### src/rvDec_defines.svh
// RISC-V decoder widths and ids
`ifndef RVDEC_DEFINES_SVH
`define RVDEC_DEFINES_SVH

`define RV_GPR_W 7
`define RV_IMM_W 33
`define RV_ISTR_W 32

// register field positions in the word
`define RV_RD_LSB 7
`define RV_RS1_LSB 15
`define RV_RS2_LSB 20

// special register ids, kept above the plain x8..x31 range
`define RV_GR_PC 7'h40
`define RV_GR_LR 7'h41
`define RV_GR_SP 7'h42
`define RV_GR_GBR 7'h43
`define RV_GR_TBR 7'h44
`define RV_GR_DHR 7'h45
`define RV_GR_DLR 7'h46
`define RV_GR_R7 7'h47
`define RV_GR_IMM 7'h5E
`define RV_GR_ZZR 7'h5F

`define RV_USER_TP 5'd4 // thread pointer, not writable from user mode

`endif

### src/rvDecPkg.sv
// RISC-V decoder types
`include "rvDec_defines.svh"

package rvDecPkg;

	// major micro-op
	typedef enum logic [5:0] {
		INVOP = 6'h00,
		MOV_MR = 6'h01,
		MOV_RM = 6'h02,
		JCMP = 6'h03,
		JSR = 6'h04,
		JMP = 6'h05,
		ALU3 = 6'h06,
		SHADQ3 = 6'h07,
		SHAD3 = 6'h08,
		LEA_MR = 6'h09,
		MOV_IR = 6'h0A
	} nmidT;

	// operand form
	typedef enum logic [4:0] {
		Z = 5'h00,
		INV = 5'h01,
		REGREG = 5'h02,
		REGIMMREG = 5'h03,
		LDREGDISPREG = 5'h04,
		REGSTREGDISP = 5'h05,
		IMM8REG = 5'h06,
		REGPC = 5'h07,
		PCDISP8 = 5'h08
	} fmidT;

	typedef enum logic [3:0] {
		SB = 4'h0,
		SW = 4'h1,
		UB = 4'h2
	} ityT;

	typedef enum logic [5:0] {
		ADD = 6'h00,
		SUB = 6'h01,
		ADDSL = 6'h02,
		SUBSL = 6'h03,
		SLTSQ = 6'h04,
		SLTUQ = 6'h05,
		SLTSL = 6'h06,
		SLTUL = 6'h07,
		XOR = 6'h08,
		OR = 6'h09,
		AND = 6'h0A,
		SHLDQ3 = 6'h10,
		SHLRQ3 = 6'h11,
		SHARQ3 = 6'h12,
		SHLD3 = 6'h13,
		SHLR3 = 6'h14,
		SHAR3 = 6'h15,
		QEQ = 6'h20,
		QNE = 6'h21,
		QLT = 6'h22,
		QGE = 6'h23,
		QBL = 6'h24,
		QHS = 6'h25,
		LDIX = 6'h30
	} ucixT;

	typedef enum logic [2:0] {
		SC = 3'h0,
		WX = 3'h1 // wide access, used for width code 7
	} uctyT;

	typedef struct packed {
		logic isRiscV;
		logic isWxe;
	} instrModeT;

	// plain ids and low-register ids per field
	typedef struct packed {
		logic [`RV_GPR_W-1:0] rdDfl;
		logic [`RV_GPR_W-1:0] rs1Dfl;
		logic [`RV_GPR_W-1:0] rs2Dfl;
		logic [`RV_GPR_W-1:0] rdMap;
		logic [`RV_GPR_W-1:0] rs1Map;
		logic [`RV_GPR_W-1:0] rs2Map;
		logic rdIsTp;
	} regFieldsT;

	typedef struct packed {
		logic [`RV_IMM_W-1:0] imm12s;
		logic [`RV_IMM_W-1:0] imm12u;
		logic [`RV_IMM_W-1:0] imm20Hi;
		logic [`RV_IMM_W-1:0] dispJ;
		logic [`RV_IMM_W-1:0] dispB;
		logic [`RV_IMM_W-1:0] dispS;
	} immSetT;

	typedef struct packed {
		nmidT nmid;
		fmidT fmid;
		ityT ity;
		logic [2:0] bty; // access width, funct3 of load and store
		ucixT ucmdIx;
		uctyT ucty;
		logic notFx;
	} opClassT;

	typedef struct packed {
		logic [2:0] ccty;
		nmidT nmid;
	} ucmdT;

	typedef struct packed {
		uctyT ucty;
		logic [5:0] ix;
	} uixtT;

	typedef struct packed {
		ucmdT uCmd;
		uixtT uIxt;
		logic [`RV_GPR_W-1:0] regN;
		logic [`RV_GPR_W-1:0] regM;
		logic [`RV_GPR_W-1:0] regO;
		logic [`RV_GPR_W-1:0] regP;
		logic [`RV_IMM_W-1:0] imm;
		logic [3:0] uFl;
	} microOpT;

endpackage

### src/rvRegFieldMap.sv
// register field mapping
`include "rvDec_defines.svh"

module rvRegFieldMap (
	input logic [`RV_ISTR_W-1:0] istrWord,
	output rvDecPkg::regFieldsT regs
);

	logic [4:0] rdF;
	logic [4:0] rs1F;
	logic [4:0] rs2F;

	// x0..x7 land on the core's special registers
	function automatic logic [`RV_GPR_W-1:0] lowReg(input logic [2:0] sel);
		logic [`RV_GPR_W-1:0] id;
		case (sel)
			3'd0: id = `RV_GR_ZZR;
			3'd1: id = `RV_GR_LR;
			3'd2: id = `RV_GR_SP;
			3'd3: id = `RV_GR_GBR;
			3'd4: id = `RV_GR_TBR;
			3'd5: id = `RV_GR_DHR;
			3'd6: id = `RV_GR_DLR;
			default: id = `RV_GR_R7;
		endcase
		return id;
	endfunction

	assign rdF = istrWord[`RV_RD_LSB +: 5];
	assign rs1F = istrWord[`RV_RS1_LSB +: 5];
	assign rs2F = istrWord[`RV_RS2_LSB +: 5];

	always_comb begin
		regs.rdDfl = {2'b00, rdF};
		regs.rs1Dfl = {2'b00, rs1F};
		regs.rs2Dfl = {2'b00, rs2F};
		regs.rdMap = lowReg(rdF[2:0]);
		regs.rs1Map = lowReg(rs1F[2:0]);
		regs.rs2Map = lowReg(rs2F[2:0]);
		regs.rdIsTp = (rdF == `RV_USER_TP); // feeds the user-mode reject
	end

endmodule

### src/rvImmGen.sv
// immediate generator
`include "rvDec_defines.svh"

module rvImmGen (
	input logic [`RV_ISTR_W-1:0] istrWord,
	output rvDecPkg::immSetT imms
);

	logic sgn;

	assign sgn = istrWord[31];

	always_comb begin
		// I-type, bits 31:20
		imms.imm12s = {{21{sgn}}, istrWord[31:20]};
		imms.imm12u = {21'h0, istrWord[31:20]};

		// U-type, top bit kept clear
		imms.imm20Hi = {1'b0, istrWord[31:12], 12'h000};

		// jal and branch displacements stay in halfword units
		imms.dispJ = {
			{14{sgn}},
			istrWord[19:12],
			istrWord[20],
			istrWord[30:21]
		};
		imms.dispB = {
			{22{sgn}},
			istrWord[7],
			istrWord[30:25],
			istrWord[11:8]
		};

		// S-type, split field
		imms.dispS = {{21{sgn}}, istrWord[31:25], istrWord[11:7]};
	end

endmodule

### src/rvOpClassify.sv
// opcode classifier
`include "rvDec_defines.svh"

module rvOpClassify (
	input logic [`RV_ISTR_W-1:0] istrWord,
	input rvDecPkg::instrModeT mode,
	output rvDecPkg::opClassT opClass
);

	logic [4:0] opc;
	logic [2:0] funct3;
	logic alt;
	logic rdZero;

	assign opc = istrWord[6:2];
	assign funct3 = istrWord[14:12];
	assign alt = istrWord[30]; // sub and arithmetic shift select
	assign rdZero = (istrWord[`RV_RD_LSB +: 5] == 5'd0);

	// shared table for OP, OP-IMM and the 32-bit variants
	function automatic void aluDecode(
		input logic [2:0] f3,
		input logic altSel,
		input logic isImm,
		input logic is32,
		output rvDecPkg::nmidT nm,
		output rvDecPkg::ucixT ix
	);
		nm = rvDecPkg::ALU3;
		ix = rvDecPkg::ADD;
		case (f3)
			3'b000: begin
				if (altSel && !isImm) // addi has no sub form
					ix = is32 ? rvDecPkg::SUBSL : rvDecPkg::SUB;
				else if (is32)
					ix = rvDecPkg::ADDSL;
			end
			3'b001: begin
				nm = is32 ? rvDecPkg::SHAD3 : rvDecPkg::SHADQ3;
				ix = is32 ? rvDecPkg::SHLD3 : rvDecPkg::SHLDQ3;
			end
			3'b010: ix = is32 ? rvDecPkg::SLTSL : rvDecPkg::SLTSQ;
			3'b011: ix = is32 ? rvDecPkg::SLTUL : rvDecPkg::SLTUQ;
			3'b100: ix = rvDecPkg::XOR;
			3'b101: begin
				nm = is32 ? rvDecPkg::SHAD3 : rvDecPkg::SHADQ3;
				if (altSel)
					ix = is32 ? rvDecPkg::SHAR3 : rvDecPkg::SHARQ3;
				else
					ix = is32 ? rvDecPkg::SHLR3 : rvDecPkg::SHLRQ3;
			end
			3'b110: ix = rvDecPkg::OR;
			default: ix = rvDecPkg::AND;
		endcase
	endfunction

	always_comb begin
		opClass.nmid = rvDecPkg::INVOP;
		opClass.fmid = rvDecPkg::INV;
		opClass.ity = rvDecPkg::SB;
		opClass.bty = 3'b000;
		opClass.ucmdIx = rvDecPkg::ADD;
		opClass.ucty = rvDecPkg::SC;
		opClass.notFx = (istrWord[1:0] != 2'b11) || mode.isWxe || !mode.isRiscV;

		case (opc)
			5'b00000: begin // LOAD
				opClass.nmid = rvDecPkg::MOV_MR;
				opClass.fmid = rvDecPkg::LDREGDISPREG;
				opClass.bty = funct3;
			end
			5'b01000: begin // STORE
				opClass.nmid = rvDecPkg::MOV_RM;
				opClass.fmid = rvDecPkg::REGSTREGDISP;
				opClass.bty = funct3;
			end
			5'b11000: begin // BRANCH
				opClass.nmid = rvDecPkg::JCMP;
				opClass.fmid = rvDecPkg::REGPC;
				opClass.ity = rvDecPkg::UB;
				case (funct3)
					3'b001: opClass.ucmdIx = rvDecPkg::QNE;
					3'b100: opClass.ucmdIx = rvDecPkg::QLT;
					3'b101: opClass.ucmdIx = rvDecPkg::QGE;
					3'b110: opClass.ucmdIx = rvDecPkg::QBL;
					3'b111: opClass.ucmdIx = rvDecPkg::QHS;
					default: opClass.ucmdIx = rvDecPkg::QEQ;
				endcase
			end
			5'b11001: begin // JALR
				opClass.nmid = rdZero ? rvDecPkg::JMP : rvDecPkg::JSR;
				opClass.fmid = rvDecPkg::REGIMMREG;
				opClass.ity = rvDecPkg::SW;
			end
			5'b11011: begin // JAL
				opClass.nmid = rdZero ? rvDecPkg::JMP : rvDecPkg::JSR;
				opClass.fmid = rvDecPkg::PCDISP8;
				opClass.ity = rvDecPkg::SW;
			end
			5'b00100: begin // OP-IMM
				opClass.fmid = rvDecPkg::REGIMMREG;
				opClass.ity = rvDecPkg::SW;
				aluDecode(funct3, alt, 1'b1, 1'b0, opClass.nmid, opClass.ucmdIx);
			end
			5'b01100: begin // OP
				opClass.fmid = rvDecPkg::REGREG;
				aluDecode(funct3, alt, 1'b0, 1'b0, opClass.nmid, opClass.ucmdIx);
			end
			5'b00110: begin // OP-IMM-32
				opClass.fmid = rvDecPkg::REGIMMREG;
				opClass.ity = rvDecPkg::SW;
				aluDecode(funct3, alt, 1'b1, 1'b1, opClass.nmid, opClass.ucmdIx);
			end
			5'b01110: begin // OP-32
				opClass.fmid = rvDecPkg::REGREG;
				aluDecode(funct3, alt, 1'b0, 1'b1, opClass.nmid, opClass.ucmdIx);
			end
			5'b00101: begin // AUIPC
				opClass.nmid = rvDecPkg::LEA_MR;
				opClass.fmid = rvDecPkg::PCDISP8;
			end
			5'b01101: begin // LUI
				opClass.nmid = rvDecPkg::MOV_IR;
				opClass.fmid = rvDecPkg::IMM8REG;
				opClass.ity = rvDecPkg::UB;
				opClass.ucmdIx = rvDecPkg::LDIX;
			end
			default: begin
			end
		endcase
	end

endmodule

### src/rvOperandRoute.sv
// operand routing
`include "rvDec_defines.svh"

module rvOperandRoute (
	input rvDecPkg::regFieldsT regs,
	input rvDecPkg::immSetT imms,
	input rvDecPkg::opClassT opClass,
	output rvDecPkg::microOpT rawOp,
	output logic rejectReq
);

	logic [`RV_GPR_W-1:0] rd;
	logic [`RV_GPR_W-1:0] rs1;
	logic [`RV_GPR_W-1:0] rs2;
	rvDecPkg::fmidT form;
	rvDecPkg::uctyT lsCty;
	logic [5:0] lsIx;

	// fields x0..x7 take the special id
	function automatic logic [`RV_GPR_W-1:0] pickId(
		input logic [`RV_GPR_W-1:0] dfl,
		input logic [`RV_GPR_W-1:0] low
	);
		return (dfl[`RV_GPR_W-1:3] == '0) ? low : dfl;
	endfunction

	assign rd = pickId(regs.rdDfl, regs.rdMap);
	assign rs1 = pickId(regs.rs1Dfl, regs.rs1Map);
	assign rs2 = pickId(regs.rs2Dfl, regs.rs2Map);

	// load and store index carries the access width
	assign lsIx = {opClass.bty[1:0], 1'b0, opClass.bty[2], 2'b00};

	assign rejectReq = regs.rdIsTp;

	always_comb begin
		if (opClass.notFx)
			form = rvDecPkg::Z;
		else
			form = opClass.fmid;

		lsCty = rvDecPkg::SC;
		if (opClass.bty == 3'b111)
			lsCty = rvDecPkg::WX;

		rawOp.uCmd.ccty = 3'b000; // always
		rawOp.uCmd.nmid = opClass.nmid;
		rawOp.uIxt.ucty = opClass.ucty;
		rawOp.uIxt.ix = opClass.ucmdIx;
		rawOp.regN = `RV_GR_ZZR;
		rawOp.regM = `RV_GR_ZZR;
		rawOp.regO = `RV_GR_ZZR;
		rawOp.regP = `RV_GR_ZZR;
		rawOp.imm = '0;
		rawOp.uFl = 4'h0;

		case (form)
			rvDecPkg::REGREG: begin
				rawOp.regN = rd;
				rawOp.regM = rs1;
				rawOp.regO = rs2;
				rawOp.regP = rd;
				rawOp.imm = imms.imm12u;
			end
			rvDecPkg::REGIMMREG: begin
				rawOp.regN = rd;
				rawOp.regM = rs1;
				rawOp.regO = `RV_GR_IMM;
				rawOp.regP = rd;
				rawOp.imm = imms.imm12s;
			end
			rvDecPkg::LDREGDISPREG: begin
				rawOp.regN = rd;
				rawOp.regM = rs1;
				rawOp.regO = `RV_GR_IMM;
				rawOp.regP = rd;
				rawOp.imm = imms.imm12u;
				rawOp.uIxt.ucty = lsCty;
				rawOp.uIxt.ix = lsIx;
			end
			rvDecPkg::REGSTREGDISP: begin
				rawOp.regN = rs2; // store data
				rawOp.regM = rs1;
				rawOp.regO = `RV_GR_IMM;
				rawOp.regP = rs2;
				rawOp.imm = imms.dispS;
				rawOp.uIxt.ucty = lsCty;
				rawOp.uIxt.ix = lsIx;
			end
			rvDecPkg::REGPC: begin
				if (opClass.ity == rvDecPkg::UB) begin
					rawOp.regM = rs1;
					rawOp.regO = rs2;
					rawOp.imm = imms.dispB;
				end else begin
					rawOp.uCmd.nmid = rvDecPkg::INVOP;
				end
			end
			rvDecPkg::PCDISP8: begin
				rawOp.regN = rd;
				rawOp.regM = `RV_GR_PC;
				rawOp.regO = `RV_GR_IMM;
				rawOp.regP = rd;
				if (opClass.ity == rvDecPkg::SB)
					rawOp.imm = imms.imm20Hi; // auipc
				else
					rawOp.imm = imms.dispJ;
			end
			rvDecPkg::IMM8REG: begin
				rawOp.regN = rd;
				rawOp.regM = `RV_GR_IMM;
				rawOp.regO = rd;
				rawOp.regP = rd;
				rawOp.imm = imms.imm20Hi;
			end
			default: begin
				// Z or unknown form
				rawOp.uCmd.nmid = rvDecPkg::INVOP;
				rawOp.uIxt = '0;
			end
		endcase
	end

endmodule

### src/rvDecodeLatch.sv
// privilege check and output register
`include "rvDec_defines.svh"

module rvDecodeLatch (
	input logic clock,
	input logic rst,
	input logic [2:0] srMod,
	input rvDecPkg::microOpT rawOp,
	input logic rejectReq,
	output rvDecPkg::microOpT decOp
);

	logic srUser;
	rvDecPkg::microOpT nextOp;

	assign srUser = srMod[0];

	// no allow level in user mode
	always_comb begin
		nextOp = rawOp;
		if (rejectReq && srUser)
			nextOp.uCmd.nmid = rvDecPkg::INVOP;
	end

	always_ff @(posedge clock) begin
		if (rst) begin
			decOp.uCmd.ccty <= 3'b000;
			decOp.uCmd.nmid <= rvDecPkg::INVOP;
			decOp.uIxt <= '0;
			decOp.regN <= `RV_GR_ZZR;
			decOp.regM <= `RV_GR_ZZR;
			decOp.regO <= `RV_GR_ZZR;
			decOp.regP <= `RV_GR_ZZR;
			decOp.imm <= '0;
			decOp.uFl <= 4'h0;
		end else begin
			decOp <= nextOp;
		end
	end

endmodule

### src/rvDecTop.sv
// RISC-V decoder top
`include "rvDec_defines.svh"

module rvDecTop (
	input logic clock,
	input logic rst,
	input logic [2:0] srMod,
	input logic [`RV_ISTR_W-1:0] istrWord,
	input rvDecPkg::instrModeT mode,
	output rvDecPkg::microOpT decOp
);

	rvDecPkg::regFieldsT regs;
	rvDecPkg::immSetT imms;
	rvDecPkg::opClassT opClass;
	rvDecPkg::microOpT rawOp;
	logic rejectReq;

	rvRegFieldMap u_regMap (
		.istrWord(istrWord),
		.regs(regs)
	);

	rvImmGen u_immGen (
		.istrWord(istrWord),
		.imms(imms)
	);

	rvOpClassify u_classify (
		.istrWord(istrWord),
		.mode(mode),
		.opClass(opClass)
	);

	rvOperandRoute u_route (
		.regs(regs),
		.imms(imms),
		.opClass(opClass),
		.rawOp(rawOp),
		.rejectReq(rejectReq)
	);

	// one cycle from word to micro-op
	rvDecodeLatch u_latch (
		.clock(clock),
		.rst(rst),
		.srMod(srMod),
		.rawOp(rawOp),
		.rejectReq(rejectReq),
		.decOp(decOp)
	);

endmodule

### config.mk
export PLATFORM = sky130hd
export DESIGN_NAME = rvDecTop
export DESIGN_NICKNAME = d
export VERILOG_FILES = /design/src/rvDecPkg.sv /design/src/rvRegFieldMap.sv /design/src/rvImmGen.sv /design/src/rvOpClassify.sv /design/src/rvOperandRoute.sv /design/src/rvDecodeLatch.sv /design/src/rvDecTop.sv
export VERILOG_INCLUDE_DIRS = /design/src
export SDC_FILE = /design/constraint.sdc
export NUM_CORES = 1
export LEC_CHECK = 0
export ABC_CLOCK_PERIOD_IN_PS = 2000
export BUFFER_PORTS_ARGS = -buffer_cell sky130_fd_sc_hd__buf_2
export CORE_UTILIZATION = 30
export DETAILED_ROUTE_END_ITERATION = 8
export PLACE_DENSITY_LB_ADDON = 0.12
export SYNTH_ARGS = -nofsm -noshare
export SYNTH_HDL_FRONTEND = slang
export SYNTH_SLANG_ARGS = --single-unit
### constraint.sdc
create_clock -name clock -period 2 [get_ports clock]
set_input_delay 0.1 -clock clock [delete_from_list [all_inputs] [get_ports clock]]
set_output_delay 0.1 -clock clock [all_outputs]
set_load 0.01 [all_outputs]
[Word-level counts from Yosys, hierarchy flattened]
Index checks and enable logic that the tools add are counted.
Word-level totals
  bits in registers: 69
  output and inout port bits: 83
  word-level logic and storage cells: 111
Operators by class
  eq/ne operators: 46
  muxes and demuxes: 33
  reduce and logical (&&, ||, !) cells: 25
Operators by type and width (count)
  $pmux W33 S6: 1
  $pmux W5 S7: 5
  $pmux W11 S11: 1
  $pmux W6 S7: 2
  $pmux W14 S5: 1
  $mux W33: 2
  $eq A3 B3 Y1 const B: 14
  $eq A5 B3 Y1 const B: 8
  $pmux W6 S6: 1
  $pmux W7 S2: 2
  $eq A5 B4 Y1 const B: 5
  $eq A3 B2 Y1 const B: 8
  $mux W7: 3
  $logic_not A4 Y1: 4
  $eq A5 B5 Y1 const B: 3
  $pmux W3 S5: 1
  $mux W14: 1
  $eq A3 B1 Y1 const B: 4
  $logic_not A3 Y1: 4
  $pmux W6 S2: 1
  $reduce_or A2 Y1: 6
  $eq A5 B2 Y1 const B: 2
  $logic_not A5 Y1: 2
  $reduce_or A5 Y1: 2
  15 further kinds: 21

[Depth between registers and ports, before layout]
  depth in word-level cells: 8
  mapped depth: 9
  mapped depth without buffers: 5

[By module]
Synthesis repeated with hierarchy kept, for this count alone.
Second synthesis, totals
  cell total of the unflattened synthesis: 870
  area total of the unflattened synthesis: 7153.1 um^2
Modules (own cells, without submodules)
  rvOperandRoute: instances 1, cells each 353, area an instance 2516.2 um^2
  rvDecodeLatch: instances 1, cells each 175, area an instance 2248.4 um^2
  rvImmGen: instances 1, cells each 199, area an instance 1490.2 um^2
  rvOpClassify: instances 1, cells each 97, area an instance 570.5 um^2
  rvRegFieldMap: instances 1, cells each 46, area an instance 327.8 um^2

[Worst setup path after synthesis]
No wires, ideal clock.
  path type: input -> register
  from: in istrWord[2]
  to: reg u_latch.decOp[25] (netlist name)
  setup time: 0.073 ns
  arrival time: 1.573 ns
  required time: 1.927 ns
  setup slack: 0.354 ns
  stages: 7
  cells stage by stage: buf_6 > or4b_4 > o31a_4 > a21bo_1 > a21o_1 > buf_6 > nor3_2
Between the ends
  longest elaborated chain between the ends: 6
RTL lines
  start: declaration: RTL line rvDecTop.sv:8  | input logic [`RV_ISTR_W-1:0] istrWord,
  $eq A5 B4 Y1, or another cell as far along: RTL line rvOpClassify.sv:66  | case (opc)
  $pmux W11 S11, or another cell as far along: RTL line rvOpClassify.sv:66
  $mux W5 / $pmux W2 S2 (equally long branches): RTL line rvOperandRoute.sv:37, rvOpClassify.sv:66
  $eq A5 B2 Y1, or another cell as far along: RTL line rvOperandRoute.sv:57  | case (form)
  $reduce_or A2 Y1 (no line), or another cell as far along
  $pmux W33 S6 (*): RTL line rvOperandRoute.sv:57
Every way passes the cells marked *; elsewhere a longest branch is shown, timed or not.
A chain may end at the register's enable or synchronous reset.

[Final worst setup path]
  from: in istrWord[4]
  to: reg u_latch.decOp[26] (netlist name)
Between the ends
  longest elaborated chain between the ends: 6
RTL lines (RTL line)
  $eq A5 B4 Y1, or another cell as far along: rvOpClassify.sv:66
  $pmux W11 S11, or another cell as far along: rvOpClassify.sv:66
  $mux W5 / $pmux W2 S2 (equally long branches): rvOperandRoute.sv:37, rvOpClassify.sv:66
  $eq A5 B2 Y1, or another cell as far along: rvOperandRoute.sv:57
  $reduce_or A2 Y1 (no line), or another cell as far along
  $pmux W33 S6 (*): rvOperandRoute.sv:57
Marked as above.

==> summary.txt <==
Clock tree
  – TritonCTS buffer count: 9
  – TritonCTS clock tree: done
  – Root buffer cell: sky130_fd_sc_hd__clkbuf_8
  – Maximum number of buffers from clock root to sink: 2
  – CTS clock-pin slew for the worst setup and hold paths: ~70 ps
  – Total clock sinks: 62
  – Postcts setup bufs: 0
  – Quantity of hold-fixing buffers added after cts: 0
  – Max H-tree Level: 3
  – Number of gates resized after cts: 0

Finish
  – Final std cells w/o fill: about 620
  – Final net count: 519
  – Most common cell after layout, fill and taps aside: sky130_fd_sc_hd__buf_2
  – Area growth from synthesis to layout: 25.1%
  – Most flop-heavy register: u_latch.decOp
  – Number of flip-flops under the largest register name: between 60 and 70
  – # fillers: between 1,000 and 1,500
  – Largest registers in the final layout: u_latch.decOp (62)
  – Layout cells sized above 1: between 30% and 40%
  – Number of inserted diodes: 0
  – Top library cells by usage in the layout, fill and taps aside: sky130_fd_sc_hd__buf_2 (104), sky130_fd_sc_hd__dfxtp_1 (62), sky130_fd_sc_hd__nor2_1 (56)
  – Non-Filler Cell Area, Final: 3980 sq um

Global routing
  – Total track usage: between 10% and 20%
  – Pin count of the biggest net entering global routing: 35
  – Remaining global-route overflow: 0
  – Initial antenna violation count: 0
  – Vias in the first global route: around 2,900
  – First-pass GRT wire length: 15,300 um

Floorplan
  – Die outline area: between 10,000 and 15,000 sq um
  – # IOs: roughly 120
  – Initial Util: between 30% and 40%
  – CORE AREA: 10,300 sq um
  – Placement row count: 37
  – Die height: 105 um
  – Die outline width: around 100 um

Placement
  – Placed Area: approximately 3800 sq um
  – Weighted congestion at the end of routability-driven global placement: approximately 0.84
  – Number of buffer cells added on primary ports: about 100
  – DP HPWL: between 7000 and 8000 um
  – Total placed cells including tap cells: between 600 and 700

STA
  – Final TNS setup: 0 ps
  – Slew headroom: around three fifths
  – Final worst path period share: 77.5%
  – Worst-Margin Slew: ~580 ps
  – Number of failing setup endpoints in the final timing report: 0
  – Max Slew Vio Count: 0
  – FMAX: 0.645 GHz
  – Min Tclk post-route: roughly 1600 ps
  – RSZ-0062 raised after global routing: no
  – Number of endpoints with negative hold slack in the final report: 0

Pwr
  – IR drop worst, VDD: 0.000237 V
  – Leakage power total: approximately 1.6 nW
  – Power density of the placed cells: 655 nW/um^2
  – Overall power consumption: between 0.002 and 0.003 W

Logic synthesis
  – Top post-synthesis cells by area: sky130_fd_sc_hd__dfxtp_1 (39%), sky130_fd_sc_hd__nor2_1 (6.6%), sky130_fd_sc_hd__buf_4 (5.4%)
  – Mapped Area: approximately 3200 sq um
  – Synth area leader: sky130_fd_sc_hd__dfxtp_1
  – Mean area per synthesized cell: approximately 8.3 sq um
  – Async set or reset register ratio after synthesis: 0%
  – Flop and latch count out of synthesis: a little over 60
  – Primary flip-flop cell chosen by synthesis mapping: sky130_fd_sc_hd__dfxtp_1
  – Number of enable flip-flop cells after synthesis: 0
  – Unique masters post-synth: a little over 60
  – Synth top area share: between 30% and 40%
  – Register area share after synthesis: 39.0%
  – Synth Warn #: 0
  – Syn Inst Count: between 300 and 400

Setup path
  – Sequence of cells on the critical path: buf_2, or4b_4, o31a_4, a21bo_1, a21o_1, nor3_2
  – Critical Path Start Type: primary input
  – Kind of cell adding the most delay to the critical path: simple AND/OR/NAND/NOR gates
  – CP Capture Type: register
  – CP max-delay cell: sky130_fd_sc_hd__or4b_4
  – CP peak stage delay: between 500 and 600 ps
  – Required time reported for the critical path endpoint: 2270 ps
  – CP Class: primary input to register
  – CP arrival: 1820 ps
  – CP Launch Point: istrWord[4]
  – Max Fanout on Critical Path: 16
  – Combined buffer and inverter count along the critical path: 1

Route
  – Routed Antenna Nets: 0
  – Violation count after the first detailed-route iteration: ~190
  – Post-DR wirelength/cell: between 15 and 20 um
  – First drt pass iteration count: 4
  – Total DRC errors in the routed layout: 0
  – Routed vias/inst: 5.11
  – Number of vias after detailed routing: roughly 3,200
  – Drt total wl: ~9700 um

Hold path
  – Worst min-delay path category: primary input to register
  – Min-delay src: istrWord[26]

Run
  – Maxcap violations: 0

Outcome
  – Result of the run: finished, final reports clean
==> final cells by class <==
class                           instances  area [sq um]  share of cell area [%]
Multi-Input combinational cell        277          1670                    41.9
Sequential cell                        62          1240                    31.2
Timing Repair Buffer                  126           698                    17.5
Tap cell                              136           170                    4.28
Clock buffer                           13           169                    4.25
Clock inverter                          3          17.5                   0.440
Inverter                                4          15.0                   0.377
==> power by group <==
group / switching, W / internal (W) / leakage [nW]
Combinational: 0.000212 / 0.000117 / 1.03
Clock: 0.000490 / 0.000548 / 0.0954
Sequential: 0.000000920 / 0.00124 / 0.500
Total: 0.000703 / 0.00190 / 1.62
==> worst paths after layout <==
path / end / cells past startpoint
setup / recovery: u_latch.decOp[26]$_SDFF_PP0_ / 6
hold / removal: u_latch.decOp[30]$_SDFF_PP0_ / 3
==> metal layers <==
metal	GRT usage, %	routed length (um)	vias up
met2	27.4	4340	113
met3	5.05	553	19
met1	23.4	4590	1492
li1	-	-	1550
met4	7.65	232	0
met5	0	0	-
==> logic make-up (layout without fill, tap and decap cells) <==
| logic type | count (synthesis) | after routing | synth area share [%] |
|---|---|---|---|
| AO/OA/AOI/OAI | 104 | 104 | 22.6 |
| XOR/XNOR | 1 | 1 | 0.276 |
| adder cells (fa/ha/maj) | 1 | 1 | 0.315 |
| buffers and inverters | 57 | 146 | 10.2 |
| flip-flops | 62 | 62 | 39.0 |
| multiplexers | 9 | 9 | 2.83 |
| other | 1 | 15 | 0.118 |
| AND/OR/NAND/NOR | 147 | 147 | 24.7 |
==> per-stage QoR <==
step	utilization (%)	hold WS [ps]	setup slack (ps)
2_1_floorplan	-	237	354
3_3_place_gp	36.9	378	140
3_5_place_dp	36.9	382	118
4_1_cts	38.7	20.8	480
5_1_grt	38.7	16.3	368
6_report	38.7	30.8	450
==> cells in the mapped netlist, types with 9 or more instances <==
cell and number:
sky130_fd_sc_hd__nor3_2 10, sky130_fd_sc_hd__nand2_1 25, sky130_fd_sc_hd__nand3_1 9, sky130_fd_sc_hd__buf_4 23, sky130_fd_sc_hd__clkbuf_1 20, sky130_fd_sc_hd__o21ai_0 14
sky130_fd_sc_hd__mux2i_1 9, sky130_fd_sc_hd__dfxtp_1 62, sky130_fd_sc_hd__a22oi_1 10, sky130_fd_sc_hd__o221ai_1 10, sky130_fd_sc_hd__nor4_1 9, sky130_fd_sc_hd__nor2_1 56
sky130_fd_sc_hd__a21oi_1 28
Note: power is estimated with default switching activity, not from simulation.
